<file path="src/exec_stage_settings.svh">
// --------------------
// Widths and encodings for the execute stage.
// Micro-op codes are only unique within one functional unit.
// Conditional branch codes need bits 4:3 at 00, jumps at 10.
// --------------------
`ifndef EXEC_STAGE_SETTINGS_SVH
`define EXEC_STAGE_SETTINGS_SVH

`define EXEC_XLEN           32          // Data word width

// Unit select bit positions ----------
`define EXEC_FU_ALU         0           // Integer ALU
`define EXEC_FU_LSU         1           // Load/store unit
`define EXEC_FU_CFU         2           // Control flow unit
`define EXEC_FU_CSR         3           // CSR access

// ALU micro-ops ----------
`define EXEC_ALU_ADD        5'b00001
`define EXEC_ALU_SUB        5'b00010
`define EXEC_ALU_XOR        5'b00011
`define EXEC_ALU_OR         5'b00100
`define EXEC_ALU_AND        5'b00101
`define EXEC_ALU_SLL        5'b00110
`define EXEC_ALU_SRL        5'b00111
`define EXEC_ALU_SRA        5'b01000
`define EXEC_ALU_SLT        5'b01001
`define EXEC_ALU_SLTU       5'b01010

// Control flow micro-ops ----------
`define EXEC_CFU_BEQ        5'b00001    // Conditional, bits 4:3 = 00
`define EXEC_CFU_BNE        5'b00010
`define EXEC_CFU_BLT        5'b00011
`define EXEC_CFU_BGE        5'b00100
`define EXEC_CFU_BLTU       5'b00101
`define EXEC_CFU_BGEU       5'b00110
`define EXEC_CFU_JALI       5'b10000    // Unconditional, bits 4:3 = 10
`define EXEC_CFU_JALR       5'b10001
`define EXEC_CFU_TAKEN      5'b11000    // Resolved branch codes
`define EXEC_CFU_NOT_TAKEN  5'b11001

// Load/store micro-op bits ----------
`define EXEC_LSU_LOAD_BIT   3           // Set for loads
`define EXEC_LSU_STORE_BIT  4           // Set for stores

`endif

</file>
<file path="src/logic/exec_pkg.sv">
// --------------------
// Types shared across the execute stage.
// Struct field order is the bus bit order, rd in the MSBs.
// --------------------
`include "exec_stage_settings.svh"

package exec_pkg;

    // Plain vectors ----------
    typedef logic [`EXEC_XLEN-1:0] word_t;      // One data word
    typedef logic [4:0]            reg_addr_t;  // Register index
    typedef logic [4:0]            uop_t;       // Micro-op code
    typedef logic [3:0]            fu_sel_t;    // One-hot unit select

    // Request from decode ----------
    typedef struct packed {
        reg_addr_t   rd;                        // Destination register
        word_t       opr_a;                     // Operand A
        word_t       opr_b;                     // Operand B
        word_t       opr_c;                     // Operand C
        uop_t        uop;                       // Micro-op code
        fu_sel_t     fu;                        // Functional unit
        logic        trap;                      // Trap raised upstream
        logic [1:0]  size;                      // Instruction size
        logic [31:0] instr;                     // Instruction word
    } exec_req_t;

    // Result to writeback ----------
    typedef struct packed {
        reg_addr_t   rd;                        // Destination register
        word_t       opr_a;                     // Result or address
        word_t       opr_b;                     // Store data or trap cause
        uop_t        uop;                       // Resolved micro-op
        fu_sel_t     fu;                        // Functional unit
        logic        trap;                      // Trap flag
        logic [1:0]  size;                      // Instruction size
        logic [31:0] instr;                     // Instruction word
    } exec_res_t;

    // Forwarding for the register in flight
    typedef struct packed {
        reg_addr_t   rd;                        // Register being written
        word_t       wdata;                     // ALU write data
        logic        load;                      // Load in flight, data not ready
        logic        csr;                       // CSR op in flight
    } exec_fwd_t;

endpackage

</file>
<file path="src/logic/exec_alu.sv">
// --------------------
// Single-cycle integer ALU. Result is zero when the ALU is not selected.
// Shifts use only the low 5 bits of operand B.
// The lt flag follows the signedness of SLTU and BLTU/BGEU.
// --------------------
`timescale 1ns/10ps
`include "exec_stage_settings.svh"

module exec_alu (
    input  exec_pkg::exec_req_t i_req,      // Request from decode
    output exec_pkg::word_t     o_result,   // ALU result
    output exec_pkg::word_t     o_sum,      // A + B, always valid
    output logic                o_lt,       // A < B
    output logic                o_eq        // A == B
);
    import exec_pkg::*;

    // Operation decode --------------------
    logic  fu_alu;
    logic  fu_cfu;
    logic  op_add;
    logic  op_sub;
    logic  op_xor;
    logic  op_or;
    logic  op_and;
    logic  op_sll;
    logic  op_srl;
    logic  op_sra;
    logic  op_slt;
    logic  op_sltu;
    logic  cmp_unsigned;

    word_t lhs;
    word_t rhs;
    word_t diff;
    word_t sll_res;
    word_t srl_res;
    word_t sra_res;
    logic  [4:0] shamt;

    assign fu_alu  = i_req.fu[`EXEC_FU_ALU];
    assign fu_cfu  = i_req.fu[`EXEC_FU_CFU];

    assign op_add  = fu_alu && (i_req.uop == `EXEC_ALU_ADD);
    assign op_sub  = fu_alu && (i_req.uop == `EXEC_ALU_SUB);
    assign op_xor  = fu_alu && (i_req.uop == `EXEC_ALU_XOR);
    assign op_or   = fu_alu && (i_req.uop == `EXEC_ALU_OR);
    assign op_and  = fu_alu && (i_req.uop == `EXEC_ALU_AND);
    assign op_sll  = fu_alu && (i_req.uop == `EXEC_ALU_SLL);
    assign op_srl  = fu_alu && (i_req.uop == `EXEC_ALU_SRL);
    assign op_sra  = fu_alu && (i_req.uop == `EXEC_ALU_SRA);
    assign op_slt  = fu_alu && (i_req.uop == `EXEC_ALU_SLT);
    assign op_sltu = fu_alu && (i_req.uop == `EXEC_ALU_SLTU);

    // Unsigned for SLTU and the unsigned branches
    assign cmp_unsigned = op_sltu ||
                          fu_cfu && (i_req.uop == `EXEC_CFU_BLTU ||
                                     i_req.uop == `EXEC_CFU_BGEU);

    // Datapath --------------------
    assign lhs     = i_req.opr_a;
    assign rhs     = i_req.opr_b;
    assign shamt   = rhs[4:0];                          // RV32 shift range

    assign o_sum   = lhs + rhs;                         // Shared with LSU and jalr
    assign diff    = lhs - rhs;
    assign sll_res = lhs << shamt;
    assign srl_res = lhs >> shamt;
    assign sra_res = word_t'($signed(lhs) >>> shamt);   // Sign fill

    assign o_eq    = (lhs == rhs);
    assign o_lt    = cmp_unsigned ? (lhs < rhs) : ($signed(lhs) < $signed(rhs));

    // One-hot AND-OR result mux
    assign o_result = {`EXEC_XLEN{op_add}}  & o_sum       |
                      {`EXEC_XLEN{op_sub}}  & diff        |
                      {`EXEC_XLEN{op_xor}}  & (lhs ^ rhs) |
                      {`EXEC_XLEN{op_or}}   & (lhs | rhs) |
                      {`EXEC_XLEN{op_and}}  & (lhs & rhs) |
                      {`EXEC_XLEN{op_sll}}  & sll_res     |
                      {`EXEC_XLEN{op_srl}}  & srl_res     |
                      {`EXEC_XLEN{op_sra}}  & sra_res     |
                      {{(`EXEC_XLEN-1){1'b0}}, (op_slt || op_sltu) && o_lt};

    // Decode relies on at most one unit being selected upstream
    always_comb begin
        assert ($onehot0(i_req.fu))
            else $error("exec_alu: unit select not one-hot: %b", i_req.fu);
    end

endmodule

</file>
<file path="src/logic/exec_branch.sv">
// --------------------
// Branch resolution and jump target.
// Compare flags come from the ALU, which picks the signedness.
// --------------------
`timescale 1ns/10ps
`include "exec_stage_settings.svh"

module exec_branch (
    input  exec_pkg::exec_req_t i_req,      // Request from decode
    input  exec_pkg::word_t     i_sum,      // A + B from the ALU
    input  logic                i_lt,       // A < B
    input  logic                i_eq,       // A == B
    output exec_pkg::uop_t      o_uop,      // Resolved micro-op
    output exec_pkg::word_t     o_target    // Jump or branch target
);
    import exec_pkg::*;

    logic  fu_cfu;
    logic  cond;
    logic  jalr;
    logic  taken;
    word_t base;

    assign fu_cfu = i_req.fu[`EXEC_FU_CFU];
    assign cond   = fu_cfu && (i_req.uop[4:3] == 2'b00);   // Conditional group
    assign jalr   = fu_cfu && (i_req.uop == `EXEC_CFU_JALR);

    // Taken condition --------------------
    assign taken = (i_req.uop == `EXEC_CFU_BEQ)  &&  i_eq ||
                   (i_req.uop == `EXEC_CFU_BNE)  && !i_eq ||
                   (i_req.uop == `EXEC_CFU_BLT)  &&  i_lt ||
                   (i_req.uop == `EXEC_CFU_BGE)  && !i_lt ||
                   (i_req.uop == `EXEC_CFU_BLTU) &&  i_lt ||   // lt already unsigned
                   (i_req.uop == `EXEC_CFU_BGEU) && !i_lt;

    // Jumps keep their own code
    assign o_uop = !cond ? i_req.uop :
                   taken ? `EXEC_CFU_TAKEN : `EXEC_CFU_NOT_TAKEN;

    // Target --------------------
    // jalr adds rs1 and the offset, all others get a precomputed C
    assign base     = jalr ? i_sum : i_req.opr_c;
    assign o_target = {base[`EXEC_XLEN-1:1], 1'b0};         // Halfword aligned

endmodule

</file>
<file path="src/logic/exec_result_select.sv">
// --------------------
// Builds the result word for the output register.
// A trap overrides operand B with the cause held in rd.
// Unselected units contribute zero.
// --------------------
`timescale 1ns/10ps
`include "exec_stage_settings.svh"

module exec_result_select (
    input  exec_pkg::exec_req_t i_req,          // Request from decode
    input  exec_pkg::word_t     i_alu_result,   // ALU result
    input  exec_pkg::word_t     i_sum,          // Address sum
    input  exec_pkg::uop_t      i_cfu_uop,      // Branch-resolved uop
    input  exec_pkg::word_t     i_target,       // Jump target
    output exec_pkg::exec_res_t o_res           // Next result
);
    import exec_pkg::*;

    logic  fu_alu;
    logic  fu_lsu;
    logic  fu_cfu;
    logic  fu_csr;
    word_t opr_a;
    word_t opr_b;
    word_t cause;

    assign fu_alu = i_req.fu[`EXEC_FU_ALU];
    assign fu_lsu = i_req.fu[`EXEC_FU_LSU];
    assign fu_cfu = i_req.fu[`EXEC_FU_CFU];
    assign fu_csr = i_req.fu[`EXEC_FU_CSR];

    // Operand A --------------------
    assign opr_a = {`EXEC_XLEN{fu_alu}} & i_alu_result |
                   {`EXEC_XLEN{fu_lsu}} & i_sum        |   // Memory address
                   {`EXEC_XLEN{fu_cfu}} & i_target     |
                   {`EXEC_XLEN{fu_csr}} & i_req.opr_a;     // CSR write value

    // Operand B, ALU and CFU give zero
    assign cause = word_t'(i_req.rd);                      // Zero-extended
    assign opr_b = i_req.trap ? cause :
                   {`EXEC_XLEN{fu_lsu}} & i_req.opr_c |    // Store data
                   {`EXEC_XLEN{fu_csr}} & i_req.opr_c;     // CSR address

    // Assemble --------------------
    always_comb begin
        o_res       = '0;
        o_res.rd    = i_req.rd;
        o_res.opr_a = opr_a;
        o_res.opr_b = opr_b;
        o_res.uop   = fu_cfu ? i_cfu_uop : i_req.uop;  // TAKEN/NOT_TAKEN for branches
        o_res.fu    = i_req.fu;
        o_res.trap  = i_req.trap;
        o_res.size  = i_req.size;
        o_res.instr = i_req.instr;
    end

endmodule

</file>
<file path="src/logic/exec_pipe_reg.sv">
// --------------------
// Single-entry output register with valid/busy handshake.
// Busy is combinational from the downstream busy.
// Flush drops valid and leaves the payload as is.
// --------------------
`timescale 1ns/10ps

module exec_pipe_reg (
    input  logic                g_clk,      // Clock
    input  logic                i_reset,    // Sync reset, active high
    input  logic                i_flush,    // Drop held result
    input  exec_pkg::exec_res_t i_res,      // Result from this stage
    input  logic                i_valid,    // i_res valid
    output logic                o_busy,     // Cannot accept this cycle
    output exec_pkg::exec_res_t o_res,      // Held result
    output logic                o_valid,    // o_res valid
    input  logic                i_busy      // Downstream stall
);
    import exec_pkg::*;

    exec_res_t res_q;
    logic      valid_q;

    // Stall only when holding something the next stage won't take
    assign o_busy  = valid_q && i_busy;
    assign o_res   = res_q;
    assign o_valid = valid_q;

    // Control --------------------
    always_ff @(posedge g_clk) begin
        if (i_reset || i_flush) begin
            valid_q <= 1'b0;
        end else if (!o_busy) begin
            valid_q <= i_valid;             // Refill or drain
        end
    end

    // Payload register
    always_ff @(posedge g_clk) begin
        if (i_valid && !o_busy) begin
            res_q <= i_res;
        end
    end

    // Decode must hold a stalled request until it is taken
    a_in_stable : assert property (
        @(posedge g_clk) disable iff (i_reset)
        (i_valid && o_busy) |=> $stable(i_res)
    ) else $error("exec_pipe_reg: request changed while stalled");

endmodule

</file>
<file path="src/logic/exec_stage.sv">
// --------------------
// Execute stage top. One result in flight, no multi-cycle units.
// o_fwd is combinational from i_req, valid or not.
// --------------------
`timescale 1ns/10ps
`include "exec_stage_settings.svh"

module exec_stage (
    input  logic                g_clk,          // Clock
    input  logic                i_reset,        // Sync reset, active high
    input  logic                i_flush,        // Flush output register
    input  exec_pkg::exec_req_t i_req,          // Decoded micro-op
    input  logic                i_req_valid,    // i_req valid
    output logic                o_req_busy,     // Stage stalled
    output exec_pkg::exec_res_t o_res,          // Result to writeback
    output logic                o_res_valid,    // o_res valid
    input  logic                i_res_busy,     // Writeback stalled
    output exec_pkg::exec_fwd_t o_fwd           // Forwarding info
);
    import exec_pkg::*;

    word_t     alu_result;
    word_t     alu_sum;
    logic      alu_lt;
    logic      alu_eq;
    uop_t      cfu_uop;
    word_t     cfu_target;
    exec_res_t next_res;

    // Units --------------------
    exec_alu u_alu (
        .i_req      (i_req),
        .o_result   (alu_result),
        .o_sum      (alu_sum),
        .o_lt       (alu_lt),
        .o_eq       (alu_eq)
    );

    exec_branch u_branch (
        .i_req      (i_req),
        .i_sum      (alu_sum),      // jalr base
        .i_lt       (alu_lt),
        .i_eq       (alu_eq),
        .o_uop      (cfu_uop),
        .o_target   (cfu_target)
    );

    exec_result_select u_select (
        .i_req          (i_req),
        .i_alu_result   (alu_result),
        .i_sum          (alu_sum),
        .i_cfu_uop      (cfu_uop),
        .i_target       (cfu_target),
        .o_res          (next_res)
    );

    exec_pipe_reg u_pipe_reg (
        .g_clk      (g_clk),
        .i_reset    (i_reset),
        .i_flush    (i_flush),
        .i_res      (next_res),
        .i_valid    (i_req_valid),  // Loads only when not busy
        .o_busy     (o_req_busy),
        .o_res      (o_res),
        .o_valid    (o_res_valid),
        .i_busy     (i_res_busy)
    );

    // Forwarding --------------------
    assign o_fwd.rd    = i_req.rd;
    assign o_fwd.wdata = alu_result;                    // Zero for non-ALU ops
    assign o_fwd.load  = i_req.fu[`EXEC_FU_LSU] && i_req.uop[`EXEC_LSU_LOAD_BIT];
    assign o_fwd.csr   = i_req.fu[`EXEC_FU_CSR];

endmodule

</file>
<file path="config.mk">
export PLATFORM = sky130hd
export DESIGN_NAME = exec_stage
export DESIGN_NICKNAME = d
export VERILOG_FILES = /design/src/logic/exec_pkg.sv /design/src/logic/exec_alu.sv /design/src/logic/exec_branch.sv /design/src/logic/exec_result_select.sv /design/src/logic/exec_pipe_reg.sv /design/src/logic/exec_stage.sv
export VERILOG_INCLUDE_DIRS = /design/src
export SDC_FILE = /design/constraint.sdc
export NUM_CORES = 1
export LEC_CHECK = 0
export BUFFER_PORTS_ARGS = -buffer_cell sky130_fd_sc_hd__buf_2
export CELL_PAD_IN_SITES_DETAIL_PLACEMENT = 1
export CELL_PAD_IN_SITES_GLOBAL_PLACEMENT = 2
export CORE_MARGIN = 1
export CORE_UTILIZATION = 33
export CTS_CLUSTER_DIAMETER = 150
export DETAILED_ROUTE_END_ITERATION = 6
export PLACE_DENSITY = 0.81
export SLEW_MARGIN = 20
export SYNTH_ARGS = -nofsm -noshare
export SYNTH_HDL_FRONTEND = slang
export SYNTH_SLANG_ARGS = --single-unit
</file>
<file path="constraint.sdc">
create_clock -name g_clk -period 7.85 [get_ports g_clk]
set_input_delay 1.57 -clock g_clk [delete_from_list [all_inputs] [get_ports g_clk]]
set_output_delay 1.57 -clock g_clk [all_outputs]
set_load 0.03 [all_outputs]
</file>
==> flow_summary.ini, run 1 <==
[synthesis]
netlist_area_um2 = 14100
synth_ff_type = edfxtp_1
synthTopCellsByArea = edfxtp_1, ha_1, mux4_2, nor2_1, a21oi_1
synth-edff-count = 113
ys_ff_latch = 114
ys_seq_area_frac = 0.243
yosysMostFrequentCell = nor2_1
synthTopCellsByCount = nor2_1, a21oi_1, edfxtp_1, nand2_1, ha_1
synthCells = 1675
synthArstFlopShare = 0
yosysUniqueCellTypes = 85
yosys.area.top_type = edfxtp_1
yosysWarnings = 0
synthDominantCellAreaShare = 0.241
syn_nets = 1924
synth.avg_cell_area_um2 = 8.39

[floorplan]
rows = 75
io_pins = 304
core_um2 = 41900
die_x_um = 208
die_y_um = 208
die_area_um2 = 43400
initial_utilization = 0.335

[global_route]
antenna_found_initial = 3
grt_usage = 0.330
grt-ovfl-total = 0
grt_pass1_wl_um = 106000
grt_pass1_vias = 15400
grt_max_degree = 67

[drt]
drt-pass1-iter-count = 6
drt-initial-drc-count = 1555
vias = 15700
routed_wl_um = 72800
drc = 0
wl_per_cell_um = 29.5
avgViaCountPerCell = 6.35
final_antenna_net_count = 0

[clock_tree]
cts_buffers = 17
post_cts_resized = 0
clockBufferDepth = 2
postCtsSetupRepairBufs = 0
cts.clk_slew.worst_paths_ns = 0.06
h-tree-depth = 4
ctsHoldBuffers = 0
cts_sinks = 114
clock_latency_ns = 0.48
cts_tree = yes
root_buffer = clkbuf_16

[power]
pwr-share-clk = 0.318
power_density_nw_per_um2 = 158
netSwitchingPower_mw = 1.12
irDropWorstVdd_uv = 141
leakagePower_nw = 7.08
p_seq_frac = 0.278
netSwitchingFraction = 0.425
combPwrFrac = 0.404
p_int_mw = 1.52

[worst_setup_path]
r2r_end = u_pipe_reg.o_res[72]
start_kind = input port
crit_required_ns = 6.28
critical_path_class = in -> out
reg2reg_depth = 3
startpoint = i_req[77]
reg2reg_from = u_pipe_reg.o_valid
cp_max_fo = 29
crit_path_end_kind = output port
r2r_slack_ns = 5.49
cp-endpoint = o_fwd[16]
arrival_ns = 5.57

[timing]
finalHoldViolations = 0
finalSetupViolCount = 0
grt_setup_unrepaired = no
fmax_ghz = 0.140
fin_setup_tns_ns = 0
tightest_slew_ns = 1.10
slew_viol_final = 0
fin_worst_skew_ns = 0.0172
fin_hold_ws_ns = 0.691
period_needed_ns = 7.14
fin_crit_sh = 0.909
maxSlewHeadroom = 0.258

[finish]
syn_to_final_growth_pct = 18.7
final_layout_size_suffix_gt1_frac = 0.248
fin_nets = 2165

[placed_design]
dp_hpwl_um = 55600
place_congestion = 1.00
port-buffer-count = 303

[job]
maxCapViolations = 0

[min_path]
hold_path_class = reg -> reg

[status]
status = complete, no violations
-- stage by stage --
stage / util / power, mW / setup WS, ns / cells / cell area (µm²)
floorplan: - / 1.43 / 0.415 / 1675 / 14100
global placement: 0.384 / 1.79 / 0.940 / 2436 / 16100
detailed placement: 0.384 / 1.80 / 0.809 / 2436 / 16100
CTS: 0.398 / 2.65 / 0.808 / 2468 / 16700
global route: 0.398 / 2.74 / 0.555 / 2469 / 16700
finish: 0.398 / 2.64 / 0.714 / 2470 / 16700
-- logic make-up after synthesis --
logic type / count (synthesis) / synth area share
AO/OA/AOI/OAI: 550 / 0.276
AND/OR/NAND/NOR: 537 / 0.184
buffers and inverters: 233 / 0.0693
flip-flops: 114 / 0.243
multiplexers: 107 / 0.117
adder cells (fa/ha/maj): 99 / 0.0892
XOR/XNOR: 35 / 0.0218
-- layer usage --
layer / vias to the layer above / global-route usage / wire length (µm)
li1: 6851 / - / -
met1: 7796 / 0.410 / 29200
met2: 870 / 0.540 / 34000
met3: 166 / 0.0566 / 5250
met4: 0 / 0.186 / 4310
met5: - / 0 / 0
-- cell type report --
cell class,instances,area [µm²]
antenna,2,5.00
clock buffer,17,425
fill,5044,25300
timing repair buffer,354,1910
multi-input combinational,1328,9710
inverter,101,379
sequential,114,3410
clock inverter,15,160
tap,539,674
-- registers in the layout (all words and copies together), names as in the netlist --
name and count:
u_pipe_reg.o_res 113, u_pipe_reg.o_valid 1
-- worst max-delay path, stage by stage --
cell and delay, ns:
buf_4 0.38, inv_1 0.35, fa_1 0.58, nor2b_1 0.22
o21ai_0 0.33, a211oi_2 0.46, nor2_1 0.21, o21ai_1 0.36
a31oi_1 0.21, a221o_1 0.40, a211o_1 0.28, buf_2 0.18
-- power groups by stage --
stage / Combinational [mW] / Clock [mW] / Sequential [mW]
after floorplan: 0.587 / 0 / 0.845
after global placement: 1.04 / 0 / 0.747
after detailed placement: 1.05 / 0 / 0.749
after CTS: 1.05 / 0.856 / 0.736
after global routing: 1.13 / 0.870 / 0.740
final: 1.07 / 0.840 / 0.736
-- worst min-delay path by stage --
stage / start / to / slack (ns) / depth (start not counted)
6_report: u_pipe_reg.o_valid / u_pipe_reg.o_valid / 0.69 / 3
5_1_grt: u_pipe_reg.o_valid / u_pipe_reg.o_valid / 0.71 / 3
4_1_cts: u_pipe_reg.o_valid / u_pipe_reg.o_valid / 0.69 / 3
3_5_place_dp: u_pipe_reg.o_valid / u_pipe_reg.o_valid / 0.68 / 3
3_3_place_gp: u_pipe_reg.o_valid / u_pipe_reg.o_valid / 0.65 / 3
2_1_floorplan: u_pipe_reg.o_valid / u_pipe_reg.o_valid / 0.89 / 3
-- cell usage in the layout, fill, tap and decap left out, types with 14 or more instances in the layout --
cell       netlist  layout
a211oi_1        22      22
a21o_1          29      29
a221o_1         14      14
o221ai_1        19      19
mux2i_1         47      47
edfxtp_1       113     113
buf_4           13      51
buf_2           28     302
clkbuf_16        0      17
o31ai_1         15      15
ha_1            97      97
and2_1          35      35
o22ai_1         20      20
o211ai_1        20      20
a222oi_1        28      28
nand2b_1        37      37
a221oi_1        24      24
nand4_1         22      22
mux4_2          38      38
inv_1           96      96
nand3_1         25      25
xnor2_1         30      30
nor3_1          36      36
o21ai_0         87      87
mux2_2          17      17
nand2_1        105     104
a21oi_1        131     131
nor2_1         199     197
Power figures use the tool's default switching activity.
==> inputs of run 2 (changes only) <==
Settings changed: CORE_UTILIZATION 33 to 30, PLACE_DENSITY 0.81 to 0.75.
==> flow_summary.ini, run 2 (synthesis results as in run 1) <==
[clock_tree]
clockBufferDepth = 2
h-tree-depth = 4
cts.clk_slew.worst_paths_ns = 0.06
cts_buffers = 17
cts_sinks = 114
postCtsSetupRepairBufs = 0
root_buffer = clkbuf_16
post_cts_resized = 0
cts_tree = yes
clock_latency_ns = 0.49
ctsHoldBuffers = 0

[finish]
multi_input_area_um2 = 9730
syn_to_final_growth_pct = 18.8
final_layout_size_suffix_gt1_frac = 0.244
fin_nets = 2151
final_common_cell = buf_2
final_core_util = 0.365
final_area_um2 = 16700
layout_common_cells = buf_2, nor2_1, a21oi_1
fillers = 5531
fin_cells = 2515
diodes = 0
register_area_um2 = 3410
largest_reg_flops = 113

[power]
pwr-share-clk = 0.326
netSwitchingPower_mw = 1.07
p_seq_frac = 0.277
irDropWorstVdd_uv = 195
netSwitchingFraction = 0.405
leakagePower_nw = 7.04
combPwrFrac = 0.397
power_density_nw_per_um2 = 159
p_int_mw = 1.58
power_mw = 2.65

[drt]
routed_wl_um = 68900
drt-initial-drc-count = 1549
wl_per_cell_um = 27.4
final_antenna_net_count = 0
avgViaCountPerCell = 6.10
drt-pass1-iter-count = 6
drc = 0
vias = 15300

[floorplan]
die_x_um = 218
rows = 78
die_y_um = 218
io_pins = 304
die_area_um2 = 47700
initial_utilization = 0.307
core_um2 = 45800

[worst_setup_path]
arrival_ns = 5.46
cp_max_fo = 14
cp_num_cells = 13
reg2reg_depth = 4
cp_cell_sequence = buf_2 > inv_1 > ha_1 > nand4_1 > or4_1 > a211oi_1 > nor2_1 > a21oi_1 > a21oi_1 > o21ai_0 > xnor2_1 > o21ai_0 > buf_2
start_kind = input port
crit_path_end_kind = output port
cp.buffers_inverters = 3
crit_required_ns = 6.28
critical_path_class = in -> out
max_stage_delay_ns = 0.61
critPathTopFamily = compound AO/OA/AOI/OAI gates
cp_slowest_cell = ha_1

[status]
status = complete, no violations

[timing]
finalHoldViolations = 0
fmax_ghz = 0.142
tightest_slew_ns = 1.07
maxSlewHeadroom = 0.288
fin_worst_skew_ns = 0.0122
finalSetupViolCount = 0
fin_crit_sh = 0.896
slew_viol_final = 0
fin_setup_tns_ns = 0
period_needed_ns = 7.03
grt_setup_unrepaired = no

[placed_design]
placed_cell_area_um2 = 16100
port-buffer-count = 303
place_inst = 2483
dp_hpwl_um = 52800
place_congestion = 0.944

[global_route]
grt_pass1_vias = 15400
grt_pass1_wl_um = 102000
antenna_found_initial = 0
grt_max_degree = 82
grt-ovfl-total = 0
grt_usage = 0.287

[min_path]
hold_path_class = reg -> reg
holdPathStages = 3

[job]
maxCapViolations = 0
## run 2: cell types whose count changed in the layout (fill, tap and decap cells not counted), moves of 2 or more
| cell | change |
|---|---|
| inv_6 | -2 |
| diode_2 | -2 |
| buf_4 | -13 |
| nand2_2 | +2 |
| clkinvlp_4 | -2 |
| bufinv_16 | +2 |
| nor2_2 | -2 |
| nand2_1 | -2 |
| nor2_4 | +2 |
## run 2: per-stage QoR
| step | setup slack, ns | hold WS (ns) |
|---|---|---|
| floorplan | 0.415 | 0.893 |
| global placement | 0.924 | 0.721 |
| detailed placement | 0.859 | 0.777 |
| CTS | 0.852 | 0.796 |
| global route | 0.604 | 0.808 |
| finish | 0.819 | 0.774 |
## run 2: cell type report
cell class | count | area share
multi-input cells | 1328 | 0.583
repair buffers | 340 | 0.108
clock buffers | 17 | 0.0255
flip-flops and latches | 114 | 0.204
inverters | 101 | 0.0227
clock inverters | 15 | 0.0124
well taps | 600 | 0.0449
## run 2: power groups by stage
stage,Combinational (mW),Sequential [mW],Clock (mW)
after floorplan,0.587,0.845,0
after global placement,1.03,0.747,0
after detailed placement,1.04,0.749,0
after CTS,1.04,0.736,0.895
after global routing,1.12,0.740,0.913
final,1.05,0.736,0.866
## run 2: final timing paths
kind                            from  slack (ns)               endpoint
setup / recovery          i_req[123]        0.82              o_fwd[32]
hold / removal    u_pipe_reg.o_valid        0.77     u_pipe_reg.o_valid
setup reg to reg  u_pipe_reg.o_valid        5.44  u_pipe_reg.o_res[106]
hold reg to reg   u_pipe_reg.o_valid        0.77     u_pipe_reg.o_valid
## run 2: worst register-to-register path: stages (launching register included)
cell and delay, ns:
dfxtp_1 0.31, and2_1 0.20, nor2b_4 0.12, buf_4 0.49, buf_4 0.82
## run 2: per-layer routing
| layer | global-route usage | vias to the layer above | routed length [µm] |
|---|---|---|---|
| met4 | 0.117 | 0 | 2620 |
| met5 | 0 | - | 0 |
| met1 | 0.375 | 7668 | 29600 |
| met2 | 0.466 | 730 | 31900 |
| met3 | 0.0500 | 112 | 4780 |
| li1 | - | 6829 | - |
==> inputs of run 3 (changes only) <==
Settings changed: HOLD_SLACK_MARGIN set to 0.02, PLACE_DENSITY 0.75 to 0.76.
==> flow_summary.ini, run 3 (synthesis results as in run 1) <==
[timing]
fin_worst_skew_ns = 0.0125
fmax_ghz = 0.140
fin_crit_sh = 0.909
finalHoldViolations = 0
finalSetupViolCount = 0
fin_setup_tns_ns = 0
period_needed_ns = 7.14
grt_setup_unrepaired = no
slew_viol_final = 0
fin_hold_ws_ns = 0.666
setup_ws_ns = 0.714
tightest_slew_ns = 1.10
maxSlewHeadroom = 0.266

[clock_tree]
root_buffer = clkbuf_16
clockBufferDepth = 2
cts_tree = yes
postCtsSetupRepairBufs = 0
post_cts_resized = 0
ctsHoldBuffers = 0
h-tree-depth = 4
cts_buffers = 17
cts.clk_slew.worst_paths_ns = 0.06
clock_latency_ns = 0.49
cts_sinks = 114

[drt]
routed-wl-met2_um = 31800
vias = 15400
drc = 0
wl_per_cell_um = 27.4
final_antenna_net_count = 0
met3WireLength_um = 4630
wirelength_met1_um = 29900
drt-initial-drc-count = 1570
avgViaCountPerCell = 6.13
routed_wl_um = 68800
routed.top_layer = met4
drt-pass1-iter-count = 6

[global_route]
grt_max_degree = 82
grt-ovfl-total = 0
grt_pass1_wl_um = 101000
grt_pass1_vias = 15300
grt_usage = 0.285
antenna_found_initial = 0

[floorplan]
rows = 78
initial_utilization = 0.307
io_pins = 304
die_area_um2 = 47700
die_x_um = 218
die_y_um = 218
core_um2 = 45800

[finish]
layout_common_cells = buf_2, nor2_1, a21oi_1
fillers = 5487
final_core_util = 0.364
multi_input_area_um2 = 9720
diodes = 0
register_area_um2 = 3410
final_layout_size_suffix_gt1_frac = 0.244
largest_reg_flops = 113
syn_to_final_growth_pct = 18.7
fin_cells = 2516
final_common_cell = buf_2
fin_nets = 2152

[placed_design]
place_inst = 2484
port-buffer-count = 303
place_congestion = 0.959
post-place-ws_ns = 0.826
dp_hpwl_um = 52600

[worst_setup_path]
crit_path_end_kind = output port
arrival_ns = 5.57
start_kind = input port
cp_max_fo = 17
r2r_end = u_pipe_reg.o_res[102]
cp_cell_sequence = buf_2 > inv_1 > ha_1 > nand4_1 > or4_1 > a211oi_1 > nor2_1 > a21oi_1 > a21oi_1 > o21ai_0 > xnor2_1 > o21ai_0 > buf_2
reg2reg_from = u_pipe_reg.o_valid
critical_path_class = in -> out
crit_required_ns = 6.28
max_stage_delay_ns = 0.67
reg2reg_depth = 3
startpoint = i_req[124]
r2r_slack_ns = 6.15
cp_slowest_cell = ha_1

[min_path]
hold-path-endpoint = u_pipe_reg.o_valid
holdPathStages = 3
hold_path_class = reg -> reg
min_from = u_pipe_reg.o_valid

[power]
p_seq_frac = 0.280
pwr-share-clk = 0.320
power_density_nw_per_um2 = 158
netSwitchingPower_mw = 1.08
netSwitchingFraction = 0.411
combPwrFrac = 0.400
p_int_mw = 1.55
leakagePower_nw = 7.03
irDropWorstVdd_uv = 130

[status]
status = complete, no violations

[job]
maxCapViolations = 0
==> run 3: cell types whose count changed in the layout (fill, tap and decap cells not counted) <==
cell,previous run,this run
buf_4,38,39
bufinv_16,3,2
clkinvlp_4,0,1
nor2_2,0,1
nor2_4,2,1
==> run 3: routing by layer <==
metal  GRT usage  vias to the layer above
li1            -                     6836
met1       0.376                     7799
met2       0.456                      684
met3      0.0497                      113
met4       0.119                        0
met5           0                        -
==> run 3: through the flow <==
stage                     cell area (µm²)  total power, mW
after floorplan                     14100             1.43
after global placement              16100             1.77
after detailed placement            16100             1.79
after CTS                           16700             2.64
after global routing                16700             2.74
final                               16700             2.63
==> run 3: layout make-up <==
cell class,count,share of cell area
multi-input cells,1328,0.583
flip-flops and latches,114,0.205
repair buffers,341,0.108
well taps,600,0.0450
clock buffers,17,0.0255
inverters,101,0.0227
clock inverters,15,0.0111
==> run 3: worst max-delay path by stage <==
stage | to
floorplan | u_pipe_reg.o_res[0]
global placement | o_fwd[32]
detailed placement | o_fwd[32]
CTS | o_fwd[32]
global route | o_fwd[32]
finish | o_fwd[32]
==> run 3: critical path, delay by kind of cell <==
family                     cells  cell delay [ns]
AOI/OAI and AO/OA              5             1.51
xor gates and xnor gates       1             0.12
adders and majority gates      1             0.67
buffers and inverters          3             0.58
and+or+nand+nor                3             1.11
==> run 3: power groups by stage <==
| stage | registers, mW | clock network [mW] | logic, mW |
|---|---|---|---|
| finish | 0.736 | 0.841 | 1.05 |
| global route | 0.739 | 0.881 | 1.12 |
| CTS | 0.736 | 0.862 | 1.04 |
| detailed placement | 0.749 | 0 | 1.04 |
| global placement | 0.747 | 0 | 1.02 |
| floorplan | 0.845 | 0 | 0.587 |
